`src/hdl/memCachePkg.sv`:
```
package memCachePkg;

	// widths of the physical address path
	localparam int ADDR_BITS = 32;
	localparam int WORD_BITS = 32;
	localparam int LINE_BITS = 128;

	// direct-mapped geometry, 16 lines of 16 bytes
	localparam int LINE_COUNT = 16;
	localparam int INDEX_BITS = 4;
	localparam int OFFSET_BITS = 4;
	localparam int TAG_BITS = ADDR_BITS - INDEX_BITS - OFFSET_BITS;
	localparam int WORD_SEL_BITS = OFFSET_BITS - 2;	// word within a line

	typedef logic [ADDR_BITS-1:0] addrT;	// byte address
	typedef logic [WORD_BITS-1:0] wordT;
	typedef logic [LINE_BITS-1:0] lineT;
	typedef logic [TAG_BITS-1:0] tagT;
	typedef logic [INDEX_BITS-1:0] indexT;
	typedef logic [WORD_SEL_BITS-1:0] wordSelT;

	typedef logic [1:0] okT;
	typedef logic [1:0] opmT;
	typedef logic [15:0] excT;	// bit 15 set means a live exception

	// OK codes returned by the line-fill port
	localparam okT OK_READY = 2'b00;	// idle, may start
	localparam okT OK_OK = 2'b01;	// done, one cycle only
	localparam okT OK_HOLD = 2'b10;	// busy, keep request steady
	localparam okT OK_FAULT = 2'b11;	// bus error, one cycle only

	// operation modes on the line-fill port
	localparam opmT OPM_NONE = 2'b00;
	localparam opmT OPM_LOAD_LINE = 2'b01;
	localparam opmT OPM_STORE_WORD = 2'b10;

	// exception codes reported by the arbiter
	localparam excT EXC_FETCH_FAULT = 16'h8001;
	localparam excT EXC_DATA_FAULT = 16'h8002;

	typedef enum logic [1:0]
	{
		IDLE,	// lookup, may accept a strobe
		FILL,	// line load outstanding
		WRITE,	// write-through store outstanding
		DONE	// response cycle after a port access
	} cacheStateT;

	// pick one 32-bit word out of a cache line
	function automatic wordT lineWord(lineT line, wordSelT sel);
		return line[sel*WORD_BITS +: WORD_BITS];
	endfunction

endpackage

```
`src/hdl/lineFillIf.sv`:
```
`timescale 1ns/1ps

interface lineFillIf;

	import memCachePkg::*;

	addrT addr;	// line address, or word address for stores
	opmT opm;	// held non-zero for the whole request
	wordT wData;	// store data
	lineT rData;	// returned line
	okT ok;

	modport cache
	(
		output addr, opm, wData,
		input rData, ok
	);

	modport arbiter
	(
		input addr, opm, wData,
		output rData, ok
	);

endinterface

```
`src/hdl/memArbiter.sv`:
```
`timescale 1ns/1ps

module memArbiter
(
	input logic clock,
	input logic arstN,
	lineFillIf.arbiter icPort,
	lineFillIf.arbiter dcPort,
	output memCachePkg::addrT memAddr,
	output memCachePkg::opmT memOpm,
	output memCachePkg::wordT memWData,
	input memCachePkg::lineT memRData,
	input memCachePkg::okT memOk,
	output logic excValid,
	output memCachePkg::excT excCode,
	output memCachePkg::addrT excAddr
);

	import memCachePkg::*;

	logic icLatch;	// port owned by the fetch side
	logic dcLatch;
	logic icGrant;
	logic dcGrant;
	logic memReady;
	logic faultSeen;

	assign memReady = (memOk == OK_READY);

	// fetch side wins a tie and a held latch keeps the port until opm drops
	assign icGrant = ((icPort.opm != OPM_NONE) || icLatch) &&
		(memReady || icLatch) && !dcLatch;
	assign dcGrant = !icGrant && ((dcPort.opm != OPM_NONE) || dcLatch) &&
		(memReady || dcLatch) && !icLatch;

	assign faultSeen = (memOpm != OPM_NONE) && (memOk == OK_FAULT);

	always_comb
	begin
		memAddr = '0;
		memOpm = OPM_NONE;
		memWData = '0;
		icPort.rData = memRData;
		dcPort.rData = memRData;
		icPort.ok = (icPort.opm != OPM_NONE) ? OK_HOLD : OK_READY;	// waiting side stalls
		dcPort.ok = (dcPort.opm != OPM_NONE) ? OK_HOLD : OK_READY;
		if (icGrant)
		begin
			memAddr = icPort.addr;
			memOpm = icPort.opm;
			memWData = icPort.wData;
			icPort.ok = memOk;
		end
		else if (dcGrant)
		begin
			memAddr = dcPort.addr;
			memOpm = dcPort.opm;
			memWData = dcPort.wData;
			dcPort.ok = memOk;
		end
	end

	always_ff @(posedge clock or negedge arstN)
	begin
		if (!arstN)
		begin
			icLatch <= 1'b0;
			dcLatch <= 1'b0;
			excValid <= 1'b0;
		end
		else
		begin
			icLatch <= icGrant && (icPort.opm != OPM_NONE);
			dcLatch <= dcGrant && (dcPort.opm != OPM_NONE);
			excValid <= faultSeen;	// one-cycle report
		end
	end

	always_ff @(posedge clock)
	begin
		if (faultSeen)
		begin
			excCode <= icGrant ? EXC_FETCH_FAULT : EXC_DATA_FAULT;
			excAddr <= memAddr;
		end
	end

	// granted request stays on the external port while memory stalls
	assert property (@(posedge clock) disable iff (!arstN)
		(memOk == OK_HOLD) |=> ($stable(memOpm) && $stable(memAddr)));

endmodule

```
`src/flat_wrapper.sv`:
```
// flat-port wrapper written by rule: the top's interface ports become plain ports
module memArbiter_flat import memCachePkg::*;
  (clock, arstN, memAddr, memOpm, memWData, memRData, memOk, excValid, excCode, excAddr, icPort_addr, icPort_opm, icPort_wData, icPort_rData, icPort_ok, dcPort_addr, dcPort_opm, dcPort_wData, dcPort_rData, dcPort_ok);
  lineFillIf icPort_i ();
  lineFillIf dcPort_i ();
  input logic clock;
  input logic arstN;
  output memCachePkg::addrT memAddr;
  output memCachePkg::opmT memOpm;
  output memCachePkg::wordT memWData;
  input memCachePkg::lineT memRData;
  input memCachePkg::okT memOk;
  output logic excValid;
  output memCachePkg::excT excCode;
  output memCachePkg::addrT excAddr;
  input wire logic [$bits(icPort_i.addr)-1:0] icPort_addr;
  input wire logic [$bits(icPort_i.opm)-1:0] icPort_opm;
  input wire logic [$bits(icPort_i.wData)-1:0] icPort_wData;
  output wire logic [$bits(icPort_i.rData)-1:0] icPort_rData;
  output wire logic [$bits(icPort_i.ok)-1:0] icPort_ok;
  input wire logic [$bits(dcPort_i.addr)-1:0] dcPort_addr;
  input wire logic [$bits(dcPort_i.opm)-1:0] dcPort_opm;
  input wire logic [$bits(dcPort_i.wData)-1:0] dcPort_wData;
  output wire logic [$bits(dcPort_i.rData)-1:0] dcPort_rData;
  output wire logic [$bits(dcPort_i.ok)-1:0] dcPort_ok;
  assign icPort_i.addr = icPort_addr;
  assign icPort_i.opm = icPort_opm;
  assign icPort_i.wData = icPort_wData;
  assign icPort_rData = icPort_i.rData;
  assign icPort_ok = icPort_i.ok;
  assign dcPort_i.addr = dcPort_addr;
  assign dcPort_i.opm = dcPort_opm;
  assign dcPort_i.wData = dcPort_wData;
  assign dcPort_rData = dcPort_i.rData;
  assign dcPort_ok = dcPort_i.ok;
  memArbiter u_core (.clock(clock), .arstN(arstN), .icPort(icPort_i), .dcPort(dcPort_i), .memAddr(memAddr), .memOpm(memOpm), .memWData(memWData), .memRData(memRData), .memOk(memOk), .excValid(excValid), .excCode(excCode), .excAddr(excAddr));
endmodule
```
`config.mk`:
```
export PLATFORM = sky130hd
export DESIGN_NAME = memArbiter_flat
export DESIGN_NICKNAME = d
export VERILOG_FILES = /design/src/hdl/memCachePkg.sv /design/src/hdl/lineFillIf.sv /design/src/hdl/memArbiter.sv /design/src/flat_wrapper.sv
export SDC_FILE = /design/constraint.sdc
export NUM_CORES = 1
export LEC_CHECK = 0
export BUFFER_PORTS_ARGS = -buffer_cell sky130_fd_sc_hd__buf_2
export CORE_AREA = 2 2 249 251
export CTS_CLUSTER_DIAMETER = 30
export DETAILED_ROUTE_END_ITERATION = 8
export DIE_AREA = 0 0 251 253
export PLACE_DENSITY = 0.37
export SLEW_MARGIN = 40
export SYNTH_ARGS = -nofsm -noshare
export SYNTH_HDL_FRONTEND = slang
export SYNTH_SLANG_ARGS = --single-unit
```
`constraint.sdc`:
```
create_clock -name clock -period 3 [get_ports clock]
set_input_delay 0.6 -clock clock [delete_from_list [all_inputs] [get_ports clock]]
set_output_delay 0.6 -clock clock [all_outputs]
set_load 0.02 [all_outputs]
```
Yosys cells after proc, flatten, opt, wreduce, memory -nomap -nowiden
Index checks and enable logic that the tools add are counted.
W data, S select, Z words.
{"block": "word_totals", "ff_bits": 51, "latchBits": 0, "ram_bits": 0, "romBits": 0, "inputBits": 264, "output_inout_bits": 375, "wordCells": 37, "n_memories": 0}
{"block": "op_classes", "n_addsub": 0, "mul": 0, "div": 0, "magnitude_cmp": 0, "eq_ne": 1, "shift": 0, "n_mux": 12, "bitwise": 0, "reduce_logical": 19}
{"operator": "$mux W32", "count": 4}
{"operator": "$mux W2", "count": 8}
{"operator": "$logic_and A1 B1 Y1", "count": 8}
{"operator": "$reduce_bool A2 Y1", "count": 3}
{"operator": "$logic_or A1 B1 Y1", "count": 4}
{"operator": "$logic_not A1 Y1", "count": 3}
{"operator": "$eq A2 B2 Y1 const B", "count": 1}
{"operator": "$logic_not A2 Y1", "count": 1}

Depth between registers and ports, before layout
{"block": "depth", "word_depth": 12, "ltp_mapped": 6}

Worst setup path before layout
OpenSTA, ideal clock, no wires.
{"block": "synth_timing", "path_kind": "in2out", "start": "input dcPort_opm[1]", "end": "output memAddr[13]", "arrival_time_ps": 1677, "setup_slack_ps": 723, "cell_stages": 5, "path_buffers": 2, "path_cell_list": "or2_1 > a31o_1 > buf_6 > buf_6 > a32o_1"}
{"block": "synth_between", "elab_chain_len": 7}
{"item": "start: declaration", "line_no": "flat_wrapper.sv:22", "rtl": "input wire logic [$bits(dcPort_i.opm)-1:0] dcPort_opm;"}
{"item": "$reduce_bool A2 Y1", "line_no": "memArbiter.sv:33", "rtl": "assign dcGrant = !icGrant && ((dcPort.opm != OPM_NONE) || dcLatch) &&"}
{"item": "$logic_or A1 B1 Y1", "line_no": "memArbiter.sv:33"}
{"item": "$logic_and A1 B1 Y1 (2 in a row)", "line_no": "memArbiter.sv:33"}
{"item": "$logic_and A1 B1 Y1", "line_no": "memArbiter.sv:34", "rtl": "(memReady || dcLatch) && !icLatch;"}
{"item": "$mux W32", "line_no": "memArbiter.sv:54", "rtl": "else if (dcGrant)"}
{"item": "$mux W32", "line_no": "memArbiter.sv:47", "rtl": "if (icGrant)"}
{"item": "end: declaration", "line_no": "flat_wrapper.sv:8", "rtl": "output memCachePkg::addrT memAddr;"}
Every way passes these cells.

Worst setup path after layout
{"block": "layout_timing", "start": "input memOk[1]", "end": "output memWData[14]"}
{"block": "layout_between", "elab_chain_len": 10, "elab_cells_between_ends": 11}
{"item": "start: declaration", "line_no": "flat_wrapper.sv:12", "rtl": "input memCachePkg::okT memOk;"}
{"item": "$logic_not A2 Y1 (*)", "line_no": "memArbiter.sv:28", "rtl": "assign memReady = (memOk == OK_READY);"}
{"item": "$logic_or A1 B1 Y1", "line_no": "memArbiter.sv:32", "rtl": "(memReady || icLatch) && !dcLatch;"}
{"item": "$logic_and A1 B1 Y1", "line_no": "memArbiter.sv:31", "rtl": "assign icGrant = ((icPort.opm != OPM_NONE) || icLatch) &&"}
{"item": "$logic_and A1 B1 Y1", "line_no": "memArbiter.sv:32"}
{"item": "$logic_not A1 Y1", "line_no": "memArbiter.sv:33"}
{"item": "$logic_and A1 B1 Y1 (2 in a row)", "line_no": "memArbiter.sv:33"}
{"item": "$logic_and A1 B1 Y1", "line_no": "memArbiter.sv:34"}
{"item": "$mux W32", "line_no": "memArbiter.sv:54"}
{"item": "$mux W32 (*)", "line_no": "memArbiter.sv:47"}
{"item": "end: declaration", "line_no": "flat_wrapper.sv:10", "rtl": "output memCachePkg::wordT memWData;"}
Mark *: on every way between the ends. The rest lies on a longest branch, timed or not.

==> reports/metrics.cfg <==
[cts]
clkSinkCount = 37
post_cts_buffers = 0
root_buffer = clkbuf_16
clkLatencyLatePin_ps = 290
cts.repair.resized = 0
cts_hold_buf = 0
htreeDepth = 2
clkTransAtPathRegs_ps = 60
numCtsBuffers = 5
clk_path_buf_depth = 2
cts_tree = yes

[synthesis]
ys_seq_area_share_pct = 26.58
ys_seq_elements = 37
syn_area_per_cell_sq_um = 9.796
yosys_warnings = 0
syn_area_sq_um = 4124
ys_types = 25
syn_inst = 421

[power_and_ir_drop]
power.switching_uw = 744.7
clockPowerShare_pct = 30.4
fin_total_pwr_mw = 2.005
p_seq_share_pct = 30.4
switching_share_pct = 37.15
pwr_density_cell_nw_per_um2 = 449.4
combPwrFrac_pct = 39.2
ir_worst_vdd_uv = 192.5
p_leak_nw = 1.759
intPower_mw = 1.260

[sta]
grt_setup_unrepaired = no
slew_violations = 0
min_period_over_period_pct = 92.93
fin_worst_skew_ps = 10.43
period_needed_ps = 2788
setup_viol = 0
fin_tns_setup_ps = 0
max_freq_ghz = 0.3587
finalHoldViolCount = 0

[worst_setup_path]
worst_r2r_path_depth = 4
critPathArrivalTime_ps = 2190
reg2reg_from = u_core.dcLatch$_DFF_PN0_
cp_data_required_time_ps = 2400
reg2reg_to = u_core.excAddr[28]$_DFFE_PP_
worst-setup-path-type = in -> out
cp-end-kind = output port
cp_max_fo = 66
start_kind = input port
reg2reg_slack_ps = 1020
cp-startpoint = memOk[1]

[layout]
layout.nets = 657
layout-area-overhead-vs-synth_pct = 8.161
final_common_cell = buf_2
layoutNonFillerInstCount = 1184
layout_common_cells = buf_2, a32o_1, edfxtp_1
drive_above_1_share_pct = 64.97
nFillCells = 7155
antenna_cells = 0
fin_area_sq_um = 4461

[die]
core-area_sq_um = 61030
dieArea_sq_um = 63500
ioPinCount = 639
initial_utilization_pct = 6.757
dieHeight_um = 253
rows = 91
die_x_um = 251

[grt]
grt_usage_pct = 7.015
grt_max_degree = 67
gr-total-overflow = 0
antenna_found_initial = 1
grt_pass1_vias = 3096
grt_pass1_wl_um = 29780

[min_path]
hp-class = in -> async

[placement]
placed_cells_incl_taps = 1176
placed_cell_area_sq_um = 4294
port_buffers = 240
place_hpwl_um = 21660
gp_congestion = 0.6654

[drt]
drt_iter0_drc = 246
drc = 0
drt_wl_total_um = 24390
drt-vias-per-instance = 2.519
vias = 2982
first_pass_iters = 4
ant_nets = 0
wl_per_cell_um = 20.60

[flow_run]
maxCapViolCount = 0

[run_status]
status = finished, final reports clean

worst max-delay path, cell delays in order:
cell	delay [ps]
buf_2	120
or2_1	300
o31ai_4	230
buf_12	310
a32o_1	320
buf_2	240
power groups by stage:
| stage | Sequential [mW] | Clock [mW] | Combinational (mW) |
|---|---|---|---|
| 4_1_cts | 0.608 | 0.637 | 0.801 |
| 3_3_place_gp | 0.619 | 0 | 0.801 |
| 2_1_floorplan | 0.639 | 0 | 0.923 |
| 5_1_grt | 0.610 | 0.655 | 0.834 |
| 6_report | 0.609 | 0.610 | 0.786 |
| 3_5_place_dp | 0.619 | 0 | 0.799 |
layer usage:
metal	GRT usage, %	share of wire (%)	vias up
met3	4.533	17	85
met2	13.53	52	453
met1	5.328	27	1291
met4	3.265	4.0	2
met5	0	0.066	-
li1	-	-	1151
how the worst max path moves through the flow:
stage,depth (start not counted),endpoint,slack (ps)
6_report,6,memWData[14],210
3_3_place_gp,6,memWData[13],150
5_1_grt,6,memWData[13],100
2_1_floorplan,5,memAddr[13],720
4_1_cts,6,memWData[13],140
3_5_place_dp,6,memWData[13],140
sequential cells by signal, indices dropped and copies added (netlist names):
name / cells
u_core.excCode: 2
u_core.dcLatch: 1
u_core.excAddr: 32
u_core.icLatch: 1
u_core.excValid: 1
per-stage QoR:
| step | setup slack, ps | utilization, % | hold slack (ps) |
|---|---|---|---|
| 2_1_floorplan | 723.5 | - | 304.4 |
| 3_3_place_gp | 148.4 | 7.036 | 401.8 |
| 3_5_place_dp | 141.2 | 7.036 | 400.6 |
| 4_1_cts | 140.0 | 7.309 | 79.21 |
| 5_1_grt | 96.16 | 7.309 | 82.15 |
| 6_report | 212.2 | 7.309 | 94.58 |
cell type report:
| type | count | area (sq um) | area share [%] |
|---|---|---|---|
| Timing Repair Buffer | 245 | 1334 | 29.90 |
| Sequential cell | 37 | 1096 | 24.57 |
| Tap cell | 790 | 988.4 | 22.16 |
| Multi-Input combinational cell | 101 | 864.6 | 19.38 |
| Clock buffer | 5 | 125.1 | 2.805 |
| Clock inverter | 3 | 41.29 | 0.9257 |
| Inverter | 3 | 11.26 | 0.2525 |
cells in the mapped netlist (all sizes together):
cell type  instances  area share [%]
a21oi              2            0.24
o2bb2ai            1            0.21
a31o               1            0.21
o21bai             2            0.36
o32a               1            0.24
clkinv             1           0.091
o31ai              1            0.52
conb               2            0.18
and3               2            0.30
nor2               4            0.42
and2               1            0.15
inv                2            0.18
nand2b             1            0.15
buf              285              53
dfrtp              3             1.8
a32o              66              16
or2                2            0.30
nor2b              1            0.15
a21o               1            0.18
a2bb2oi            1            0.21
edfxtp            34              25
clkbuf             7            0.64
cell families (layout without fill, tap and decap cells):
logic type	after synthesis	after routing	synth area share, %
AOI/OAI and AO/OA	76	76	18.20
other	2	14	0.1821
and+or+nand+nor	11	11	1.487
DFF	37	37	26.58
buffers and inverters	295	256	53.55
No activity file was read; power rests on OpenSTA's default activity.
