<file path="src/hdl/memCachePkg.sv">
package memCachePkg;

	// widths of the physical address path
	localparam int ADDR_BITS = 32;
	localparam int WORD_BITS = 32;
	localparam int LINE_BITS = 128;

	// direct-mapped geometry, 16 lines of 16 bytes
	localparam int LINE_COUNT = 16;
	localparam int INDEX_BITS = 4;
	localparam int OFFSET_BITS = 4;
	localparam int TAG_BITS = ADDR_BITS - INDEX_BITS - OFFSET_BITS;
	localparam int WORD_SEL_BITS = OFFSET_BITS - 2;	// word within a line

	typedef logic [ADDR_BITS-1:0] addrT;	// byte address
	typedef logic [WORD_BITS-1:0] wordT;
	typedef logic [LINE_BITS-1:0] lineT;
	typedef logic [TAG_BITS-1:0] tagT;
	typedef logic [INDEX_BITS-1:0] indexT;
	typedef logic [WORD_SEL_BITS-1:0] wordSelT;

	typedef logic [1:0] okT;
	typedef logic [1:0] opmT;
	typedef logic [15:0] excT;	// bit 15 set means a live exception

	// OK codes returned by the line-fill port
	localparam okT OK_READY = 2'b00;	// idle, may start
	localparam okT OK_OK = 2'b01;	// done, one cycle only
	localparam okT OK_HOLD = 2'b10;	// busy, keep request steady
	localparam okT OK_FAULT = 2'b11;	// bus error, one cycle only

	// operation modes on the line-fill port
	localparam opmT OPM_NONE = 2'b00;
	localparam opmT OPM_LOAD_LINE = 2'b01;
	localparam opmT OPM_STORE_WORD = 2'b10;

	// exception codes reported by the arbiter
	localparam excT EXC_FETCH_FAULT = 16'h8001;
	localparam excT EXC_DATA_FAULT = 16'h8002;

	typedef enum logic [1:0]
	{
		IDLE,	// lookup, may accept a strobe
		FILL,	// line load outstanding
		WRITE,	// write-through store outstanding
		DONE	// response cycle after a port access
	} cacheStateT;

	// pick one 32-bit word out of a cache line
	function automatic wordT lineWord(lineT line, wordSelT sel);
		return line[sel*WORD_BITS +: WORD_BITS];
	endfunction

endpackage

</file>
<file path="src/hdl/lineFillIf.sv">
`timescale 1ns/1ps

interface lineFillIf;

	import memCachePkg::*;

	addrT addr;	// line address, or word address for stores
	opmT opm;	// held non-zero for the whole request
	wordT wData;	// store data
	lineT rData;	// returned line
	okT ok;

	modport cache
	(
		output addr, opm, wData,
		input rData, ok
	);

	modport arbiter
	(
		input addr, opm, wData,
		output rData, ok
	);

endinterface

</file>
<file path="src/hdl/dataCache.sv">
`timescale 1ns/1ps

module dataCache
(
	input logic clock,
	input logic arstN,
	input logic dataReq,
	input logic dataWrite,
	input memCachePkg::addrT dataAddr,
	input memCachePkg::wordT dataWData,
	output logic dataValid,
	output logic dataErr,
	output memCachePkg::wordT dataRData,
	lineFillIf.cache fill
);

	import memCachePkg::*;

	cacheStateT state;
	tagT tagMem [LINE_COUNT];
	lineT lineMem [LINE_COUNT];
	logic [LINE_COUNT-1:0] lineValid;

	addrT missAddr;	// address of the access on the port
	wordT storeData;
	tagT reqTag;
	indexT reqIdx;
	wordSelT reqSel;
	tagT missTag;
	indexT missIdx;
	wordSelT missSel;
	logic access;
	logic ready;
	logic hit;
	logic portDone;

	assign reqTag = dataAddr[ADDR_BITS-1 -: TAG_BITS];
	assign reqIdx = dataAddr[OFFSET_BITS +: INDEX_BITS];
	assign reqSel = dataAddr[2 +: WORD_SEL_BITS];
	assign missTag = missAddr[ADDR_BITS-1 -: TAG_BITS];
	assign missIdx = missAddr[OFFSET_BITS +: INDEX_BITS];
	assign missSel = missAddr[2 +: WORD_SEL_BITS];

	// a store strobe counts as an access on its own
	assign access = dataReq || dataWrite;
	assign ready = (state == IDLE) || (state == DONE);
	assign hit = lineValid[reqIdx] && (tagMem[reqIdx] == reqTag);
	assign portDone = ((state == FILL) || (state == WRITE)) &&
		((fill.ok == OK_OK) || (fill.ok == OK_FAULT));

	always_comb
	begin
		fill.opm = OPM_NONE;
		fill.addr = {missAddr[ADDR_BITS-1:OFFSET_BITS], {OFFSET_BITS{1'b0}}};
		fill.wData = storeData;
		if (state == FILL)
			fill.opm = OPM_LOAD_LINE;
		else if (state == WRITE)
		begin
			fill.opm = OPM_STORE_WORD;
			fill.addr = {missAddr[ADDR_BITS-1:2], 2'b00};	// word aligned
		end
	end

	always_ff @(posedge clock or negedge arstN)
	begin
		if (!arstN)
		begin
			state <= IDLE;
			lineValid <= '0;
			dataValid <= 1'b0;
		end
		else
		begin
			dataValid <= 1'b0;
			case (state)
				IDLE, DONE:
				begin
					state <= IDLE;
					if (access && dataWrite)
						state <= WRITE;	// write-through, every store
					else if (access && hit)
						dataValid <= 1'b1;
					else if (access)
						state <= FILL;
				end
				FILL, WRITE:
				begin
					if (portDone)
					begin
						dataValid <= 1'b1;
						state <= DONE;
						if ((state == FILL) && (fill.ok == OK_OK))
							lineValid[missIdx] <= 1'b1;
					end
				end
				default:
					state <= IDLE;
			endcase
		end
	end

	always_ff @(posedge clock)
	begin
		if (ready && access)
		begin
			missAddr <= dataAddr;
			storeData <= dataWData;
			dataErr <= 1'b0;
			dataRData <= dataWrite ? dataWData : lineWord(lineMem[reqIdx], reqSel);
		end
		if (ready && dataWrite && hit)
			lineMem[reqIdx][reqSel*WORD_BITS +: WORD_BITS] <= dataWData;	// no allocate on miss
		if (portDone)
			dataErr <= (fill.ok == OK_FAULT);
		if (portDone && (state == FILL))
			dataRData <= lineWord(fill.rData, missSel);
		if (portDone && (state == FILL) && (fill.ok == OK_OK))
		begin
			tagMem[missIdx] <= missTag;
			lineMem[missIdx] <= fill.rData;
		end
	end

	// the core waits for each response before the next strobe
	assert property (@(posedge clock) disable iff (!arstN)
		access |-> ready);

endmodule

</file>
<file path="src/flat_wrapper.sv">
// flat-port wrapper written by rule: the top's interface ports become plain ports
module dataCache_flat import memCachePkg::*;
  (clock, arstN, dataReq, dataWrite, dataAddr, dataWData, dataValid, dataErr, dataRData, fill_addr, fill_opm, fill_wData, fill_rData, fill_ok);
  lineFillIf fill_i ();
  input logic clock;
  input logic arstN;
  input logic dataReq;
  input logic dataWrite;
  input memCachePkg::addrT dataAddr;
  input memCachePkg::wordT dataWData;
  output logic dataValid;
  output logic dataErr;
  output memCachePkg::wordT dataRData;
  output wire logic [$bits(fill_i.addr)-1:0] fill_addr;
  output wire logic [$bits(fill_i.opm)-1:0] fill_opm;
  output wire logic [$bits(fill_i.wData)-1:0] fill_wData;
  input wire logic [$bits(fill_i.rData)-1:0] fill_rData;
  input wire logic [$bits(fill_i.ok)-1:0] fill_ok;
  assign fill_addr = fill_i.addr;
  assign fill_opm = fill_i.opm;
  assign fill_wData = fill_i.wData;
  assign fill_i.rData = fill_rData;
  assign fill_i.ok = fill_ok;
  dataCache u_core (.clock(clock), .arstN(arstN), .dataReq(dataReq), .dataWrite(dataWrite), .dataAddr(dataAddr), .dataWData(dataWData), .dataValid(dataValid), .dataErr(dataErr), .dataRData(dataRData), .fill(fill_i));
endmodule
</file>
<file path="config.mk">
export PLATFORM = sky130hd
export DESIGN_NAME = dataCache_flat
export DESIGN_NICKNAME = d
export VERILOG_FILES = /design/src/hdl/memCachePkg.sv /design/src/hdl/lineFillIf.sv /design/src/hdl/dataCache.sv /design/src/flat_wrapper.sv
export SDC_FILE = /design/constraint.sdc
export NUM_CORES = 2
export LEC_CHECK = 0
export BUFFER_PORTS_ARGS = -buffer_cell sky130_fd_sc_hd__buf_2
export CAP_MARGIN = 20
export CORE_MARGIN = 4
export CORE_UTILIZATION = 30
export DETAILED_ROUTE_END_ITERATION = 10
export HOLD_SLACK_MARGIN = 0.12
export PLACE_DENSITY = 0.48
export SETUP_SLACK_MARGIN = 0.02
export SLEW_MARGIN = 20
export SYNTH_ARGS = -nofsm -noshare
export SYNTH_HDL_FRONTEND = slang
export SYNTH_SLANG_ARGS = --single-unit
</file>
<file path="constraint.sdc">
create_clock -name clock -period 4.9 [get_ports clock]
set_input_delay 0.49 -clock clock [delete_from_list [all_inputs] [get_ports clock]]
set_output_delay 0.49 -clock clock [all_outputs]
set_load 0.01 [all_outputs]
</file>
Word level (Yosys, flattened, before mapping). Memory sizes are Yosys's and may differ from the RTL's. Cells that the tools add are included.

$add $sub $neg: 1. Order comparisons: 3. Equal/unequal tests: 7. Shifts and indexed selects: 4. Mux-type cells: 29. Bitwise gates (word level): 1. Reduce and logical (&&, ||, !) cells: 22.

Operators by type and width (number): 128-bit 2-to-1 mux (3); 128-bit by 8-bit indexed part select with 32-bit output (2); 128-bit OR reduction (1); 32-bit by 34-bit variable shift with 128-bit output (first input constant) (1); 32-bit by 34-bit indexed part select with 128-bit output (1); 32-bit 2-to-1 mux (3); 7-bit negation with 34-bit output (1); 24-bit equality test (1); 16-bit bitwise OR (1); 4-bit 2-to-1 mux (3); 1-bit logical AND (11); 1-bit 2-to-1 mux (11); 4-bit by 5-bit less-than comparator with 1-bit output (second input constant) (2); 2-bit 2-to-1 mux (5); 2-bit equality test (second input constant) (3); 1-bit binary-select mux with 4-bit select (1); 1-bit demux with 4-bit select (1); 2-bit by 1-bit equality test with 1-bit output (second input constant) (2); 4-bit by 1-bit greater-or-equal comparator with 1-bit output (second input constant) (1); 1-bit logical OR (4); 2-bit one-hot mux with 2 select lines (1); 2-bit nonzero test (2); 2-bit OR reduction (2); 3-bit AND reduction (1); other kinds (3) (3).

Register bits: 116. RAM bits: 2432. Input bits: 198. Memories: 2.

Memories: u_core.lineMem (depth 16, width 128, rd ports 1, clocked after Yosys merged registers in 0, write ports 1, RTL line dataCache.sv:21) `lineT lineMem [LINE_COUNT];`; u_core.tagMem (depth 16, width 24, rd ports 1, clocked after Yosys merged registers in 0, write ports 1, RTL line dataCache.sv:20) `tagT tagMem [LINE_COUNT];`.

Logic depth before layout (Yosys ltp).
Depth in word-level cells: 9. Depth in mapped cells: 14. Depth with buffers taken out: 9.

Worst setup path before layout. Ideal clock, no wire load.

Kind: in2reg. Start point: input dataAddr[4]. End point: memory u_core.lineMem[7][100] (netlist bit), enable pin. Library setup time: 0.432 ns. Arrival: 4.672 ns. Required time: 4.468 ns. Path slack: -0.204 ns. Stages on the path: 14. Buffers on the path: 7. Path through: buf_6 -> buf_12 -> buf_6 -> buf_8 -> buf_2 -> buf_2 -> mux2i_1 -> xor2_1 -> nand2_1 -> a22oi_1 -> nor4b_4 -> nand4_4 -> buf_6 -> a21oi_1.

Word-level cells in the longest chain between the ends: 7. Elaborated cells between the ends (all ways): 10.

RTL lines: start: declaration (RTL line flat_wrapper.sv:9) `input memCachePkg::addrT dataAddr;`; memory 16 x 24 bit or 1-bit binary-select mux with 4-bit select (tied branches); 24-bit equality test or 1-bit 2-to-1 mux (tied branches) (RTL line dataCache.sv:47) `assign hit = lineValid[reqIdx] && (tagMem[reqIdx] == reqTag);`; 1-bit logical AND (RTL line dataCache.sv:47); 1-bit logical AND (RTL line dataCache.sv:112) `if (ready && dataWrite && hit)`; 1-bit 2-to-1 mux (RTL line dataCache.sv:112); 128-bit 2-to-1 mux (not written as such) (RTL line dataCache.sv:113) `lineMem[reqIdx][reqSel*WORD_BITS +: WORD_BITS] <= dataWData;`; 128-bit 2-to-1 mux (no line); end: declaration (RTL line dataCache.sv:21).

Several ways; a longest one is shown, not always the timed one. The select of a mux whose other input is x is not followed.

Final worst setup path.
Start point: register u_core.state[0]. End point: memory u_core.lineMem[8][71] (netlist bit), enable pin.

Word-level cells in the longest chain between the ends: 9. Elaborated cells between the ends (all ways): 18.

RTL lines: start: declaration (RTL line dataCache.sv:19) `cacheStateT state;`; start signal: assignment (RTL line dataCache.sv:69) `state <= IDLE;`; start signal: assignment (RTL line dataCache.sv:79) `state <= IDLE;`; start signal: assignment (RTL line dataCache.sv:81) `state <= WRITE;`; 2-bit by 1-bit equality test with 1-bit output or 2-bit equality test (tied branches) (RTL line dataCache.sv:48, dataCache.sv:118); 1-bit logical OR (RTL line dataCache.sv:48) `assign portDone = ((state == FILL) || (state == WRITE)) &&`; 1-bit logical AND (RTL line dataCache.sv:48); 1-bit logical AND (2 in a row) (RTL line dataCache.sv:118) `if (portDone && (state == FILL) && (fill.ok == OK_OK))`; 1-bit 2-to-1 mux (RTL line dataCache.sv:118); 1-bit 2-to-1 mux (not written as such) (RTL line dataCache.sv:121) `lineMem[missIdx] <= fill.rData;`; 128-bit OR reduction (no line); 4-bit 2-to-1 mux (no line) or 128-bit 2-to-1 mux (tied branches).

Several ways; a longest one is shown, not always the timed one.

==> metrics.log <==
[metrics] die outline width: 586.6 um
[metrics] global router's overall resource usage: 17.29%
[metrics] biggest fanout along the worst timing path: 22
[metrics] data arrival at the endpoint of the critical path: 4700 ps
[metrics] Root Buffer: clkbuf_16
[metrics] mean area per synthesized cell: 22.21 um2
[metrics] total leakage power: 40.69 nW
[metrics] Finish-stage setup viols: 0
[metrics] Hold Startpoint: fill_rData[43]
[metrics] overall via count from detail_route: 50270
[metrics] remaining global-route overflow: 0
[metrics] total number of nets in the final design: 5419
[metrics] Gate power share: 10.2%
[metrics] cells on worst reg2reg path: 8
[metrics] clock share of power: 39.5%
[metrics] clock tree from TritonCTS: done
[metrics] Clk Latency, worst-skew pair: 910 ps
[metrics] RSZ-0062 raised after global routing: false
[metrics] synthesized area: 0.1004 mm2
[metrics] Fillers: 30480
[metrics] Post-DP HPWL: 192500 um
[metrics] instance area at placement: 0.1107 mm2
[metrics] Port Buf Inserts: 293
[metrics] First DRT Iteration DRCs: 4937
[metrics] initial antenna violation count: 35
[metrics] total chip power: 51.94 mW
[metrics] reg2reg start: u_core.state[0]
[metrics] largest net degree at the start of global routing: 136
[metrics] post-synth cell types: 56
[metrics] routability congestion estimate: 0.8151
[metrics] kind of end point of the critical path: flip-flop
[metrics] number of H-tree levels: 5
[metrics] final worst clock skew: 87.84 ps
[metrics] global-route wire length before repair: 420700 um
[metrics] final worst hold slack: 202.2 ps
[metrics] Final Critical Period: 4096 ps
[metrics] number of top-level pins: 298
[metrics] signed area change from the synthesized netlist to the final layout: 20.26%
[metrics] number of global-route vias before repair: 51670
[metrics] vertical extent of the die: 586.6 um
[metrics] initial core utilization: 30.12%
[metrics] standard-cell row count: 212
[metrics] startpoint type of the worst setup path: flip-flop
[metrics] Wirelength per Cell: 30.85 um
[metrics] final core utilization: 36.22%
[metrics] transition time at the pin with the least slew margin: 958.2 ps
[metrics] critical path type: reg2reg
[metrics] count of antenna-violating nets left after detailed routing: 0
[metrics] Slew Viols, Final: 0
[metrics] number of optimization iterations in the first detailed-route pass: 5
[metrics] share of the cycle needed by the critical path after routing: 83.59%
[metrics] largest vdd supply drop: 0.4035 mV
[metrics] sequential share of power: 50.2%
[metrics] deepest clock path buffer count: 4
[metrics] Cell Int Power: 38.94 mW
[metrics] wirelength, routed: 304000 um
[metrics] sequential area share after synthesis: 76.04%
[metrics] WHS Path Cells: 4
[metrics] number of vias per cell: 5.100
[metrics] fraction of layout cells with a size suffix above 1: 34.44%
[metrics] clock buffer count from CTS: 288
[metrics] net load switching power: 13.00 mW
[metrics] Critical Path RT: 5500 ps
[metrics] crit path launch: u_core.state[0]
[metrics] highest clock rate: 244.2 MHz
[metrics] number of synthesized flops with an enable pin: 2527
[metrics] share of flip-flops with an asynchronous set or reset after synthesis: 0.7463%
[metrics] register bit count reported by yosys: 2546
[metrics] total setup buffers inserted after CTS: 0
[metrics] worst min path class: in2reg
[metrics] status: finished clean
[metrics] DRC violation count after routing: 0
[metrics] switching part of the total power: 25.04%
[metrics] clock-pin slew reported for the worst setup and hold paths after clock tree synthesis: 60 ps
[metrics] count of cells resized by post-cts repair: 0
[metrics] number of endpoints with negative hold slack in the final report: 0
[metrics] pwr/cell area: 430.1 mW/mm2
[metrics] post-route standard cell area excluding fillers: 0.1208 mm2
[metrics] max-capacitance violation count: 0
[metrics] worst relative slew slack: 36.12%
[metrics] Top FF cell, synth: edfxtp_1
[metrics] TritonCTS Sinks: 2546
[metrics] Total Die Area: 0.3441 mm2
[metrics] Cells after Synth: 4521
[metrics] placeable core area: 0.3334 mm2
[metrics] count of warnings emitted by yosys: 0
## area by class of cell
type                            count  area, um2  area share, %
Antenna cell                       35      87.58        0.07252
Clock buffer                      356       7579          6.275
Clock inverter                    156       1331          1.102
Inverter                           11      52.55        0.04351
Multi-Input combinational cell   1676      23460          19.42
Sequential cell                  2546      76360          63.23
Tap cell                         4387       5489          4.545
Timing Repair Buffer              690       6414          5.311
## routing by layer
metal,vias up,wire length [um],global-route usage [%]
met4,8,9397,5.333
met2,1692,146700,28.05
met3,385,20110,3.191
met1,27690,127800,23.65
met5,-,56,0
li1,20500,-,-
## state kept, by name, summed over array words and instances (netlist names)
name               count
u_core.dataErr         1
u_core.dataRData      32
u_core.dataValid       1
u_core.fill.wData     32
u_core.lineMem      2048
u_core.lineValid      16
u_core.missAddr       30
u_core.state           2
u_core.tagMem        384
## logic make-up after synthesis
group | synth area share, %
mux | 18.38
fa+ha+maj | 0.09968
buf+inv | 1.473
simple gates | 2.688
flops | 76.04
other cells | 0.003734
xor+xnor | 0.2617
compound gates | 1.055
## worst paths after layout
| path | slack (ps) | end |
|---|---|---|
| worst max-delay path | 800 | u_core.lineMem[8][71] |
| worst min-delay path | 200 | u_core.dataRData[11] |
| worst max register to register | 800 | u_core.lineMem[8][71] |
| worst min register to register | 470 | u_core.lineValid[3] |
| max in group asynchronous | 4320 | u_core.lineValid[0] |
| min in group asynchronous | 260 | u_core.lineValid[12] |
## synthesized netlist by cell type (5+ instances only)
cell type	instances	share of area, %
nor3_1	9	0.045
xnor2_1	11	0.096
nand2b_1	6	0.037
a311oi_1	7	0.061
buf_1	29	0.11
nor2_1	59	0.22
ha_1	8	0.10
nand2_1	329	1.2
or2_2	16	0.10
edfxtp_1	2527	76
mux4_2	784	18
nor2b_1	7	0.044
or3_1	6	0.037
buf_6	11	0.12
buf_2	67	0.33
xor2_1	19	0.17
clkbuf_1	141	0.53
and3_1	12	0.075
inv_1	7	0.026
mux2i_1	75	0.75
nand3b_1	5	0.037
a21oi_1	114	0.57
a22oi_1	16	0.12
buf_4	38	0.28
o21ai_0	8	0.040
dfrtp_1	19	0.47
nand3_1	134	0.67
## through the flow
step	std cells	TNS (ps)	setup WS, ps
after global routing	9850	0	677.1
final	9857	0	804.3
after floorplan	4522	-265190	-204.1
after global placement	9205	0	292.9
after CTS	9822	0	837.4
after detailed placement	9206	0	283.7
## power by group through the flow
stage               combinational, mW  sequential, mW  clock [mW]
finish                           5.32            26.1        20.5
detailed placement               5.27            26.5           0
global route                     5.69            26.2        22.0
floorplan                        2.58            26.4           0
global placement                 5.17            26.5           0
CTS                              5.44            26.1        21.1
## critical path, cell delays in order (launching register included)
cell      delay, ps
dfrtp_1         370
inv_1            70
ha_1            470
nand3b_1        260
nand2b_4        350
o21ai_0         790
nand2_1         610
a21oi_4         640
buf_4           260
## cell usage in the layout, fill, tap and decap left out, types with 75 or more instances in the layout
cell	n
buf_12	133
clkbuf_16	293
mux4_2	784
edfxtp_1	2527
buf_2	288
nand3_1	134
mux2i_1	75
nand2_1	328
dlygate4sd3_1	104
buf_4	161
## timing repair
action	4_1_cts	5_1_grt
hold buffers	104	0
endpoints found under the hold margin	115	0
endpoints found under the setup margin	0	0
(Power assumes the default switching activity.)
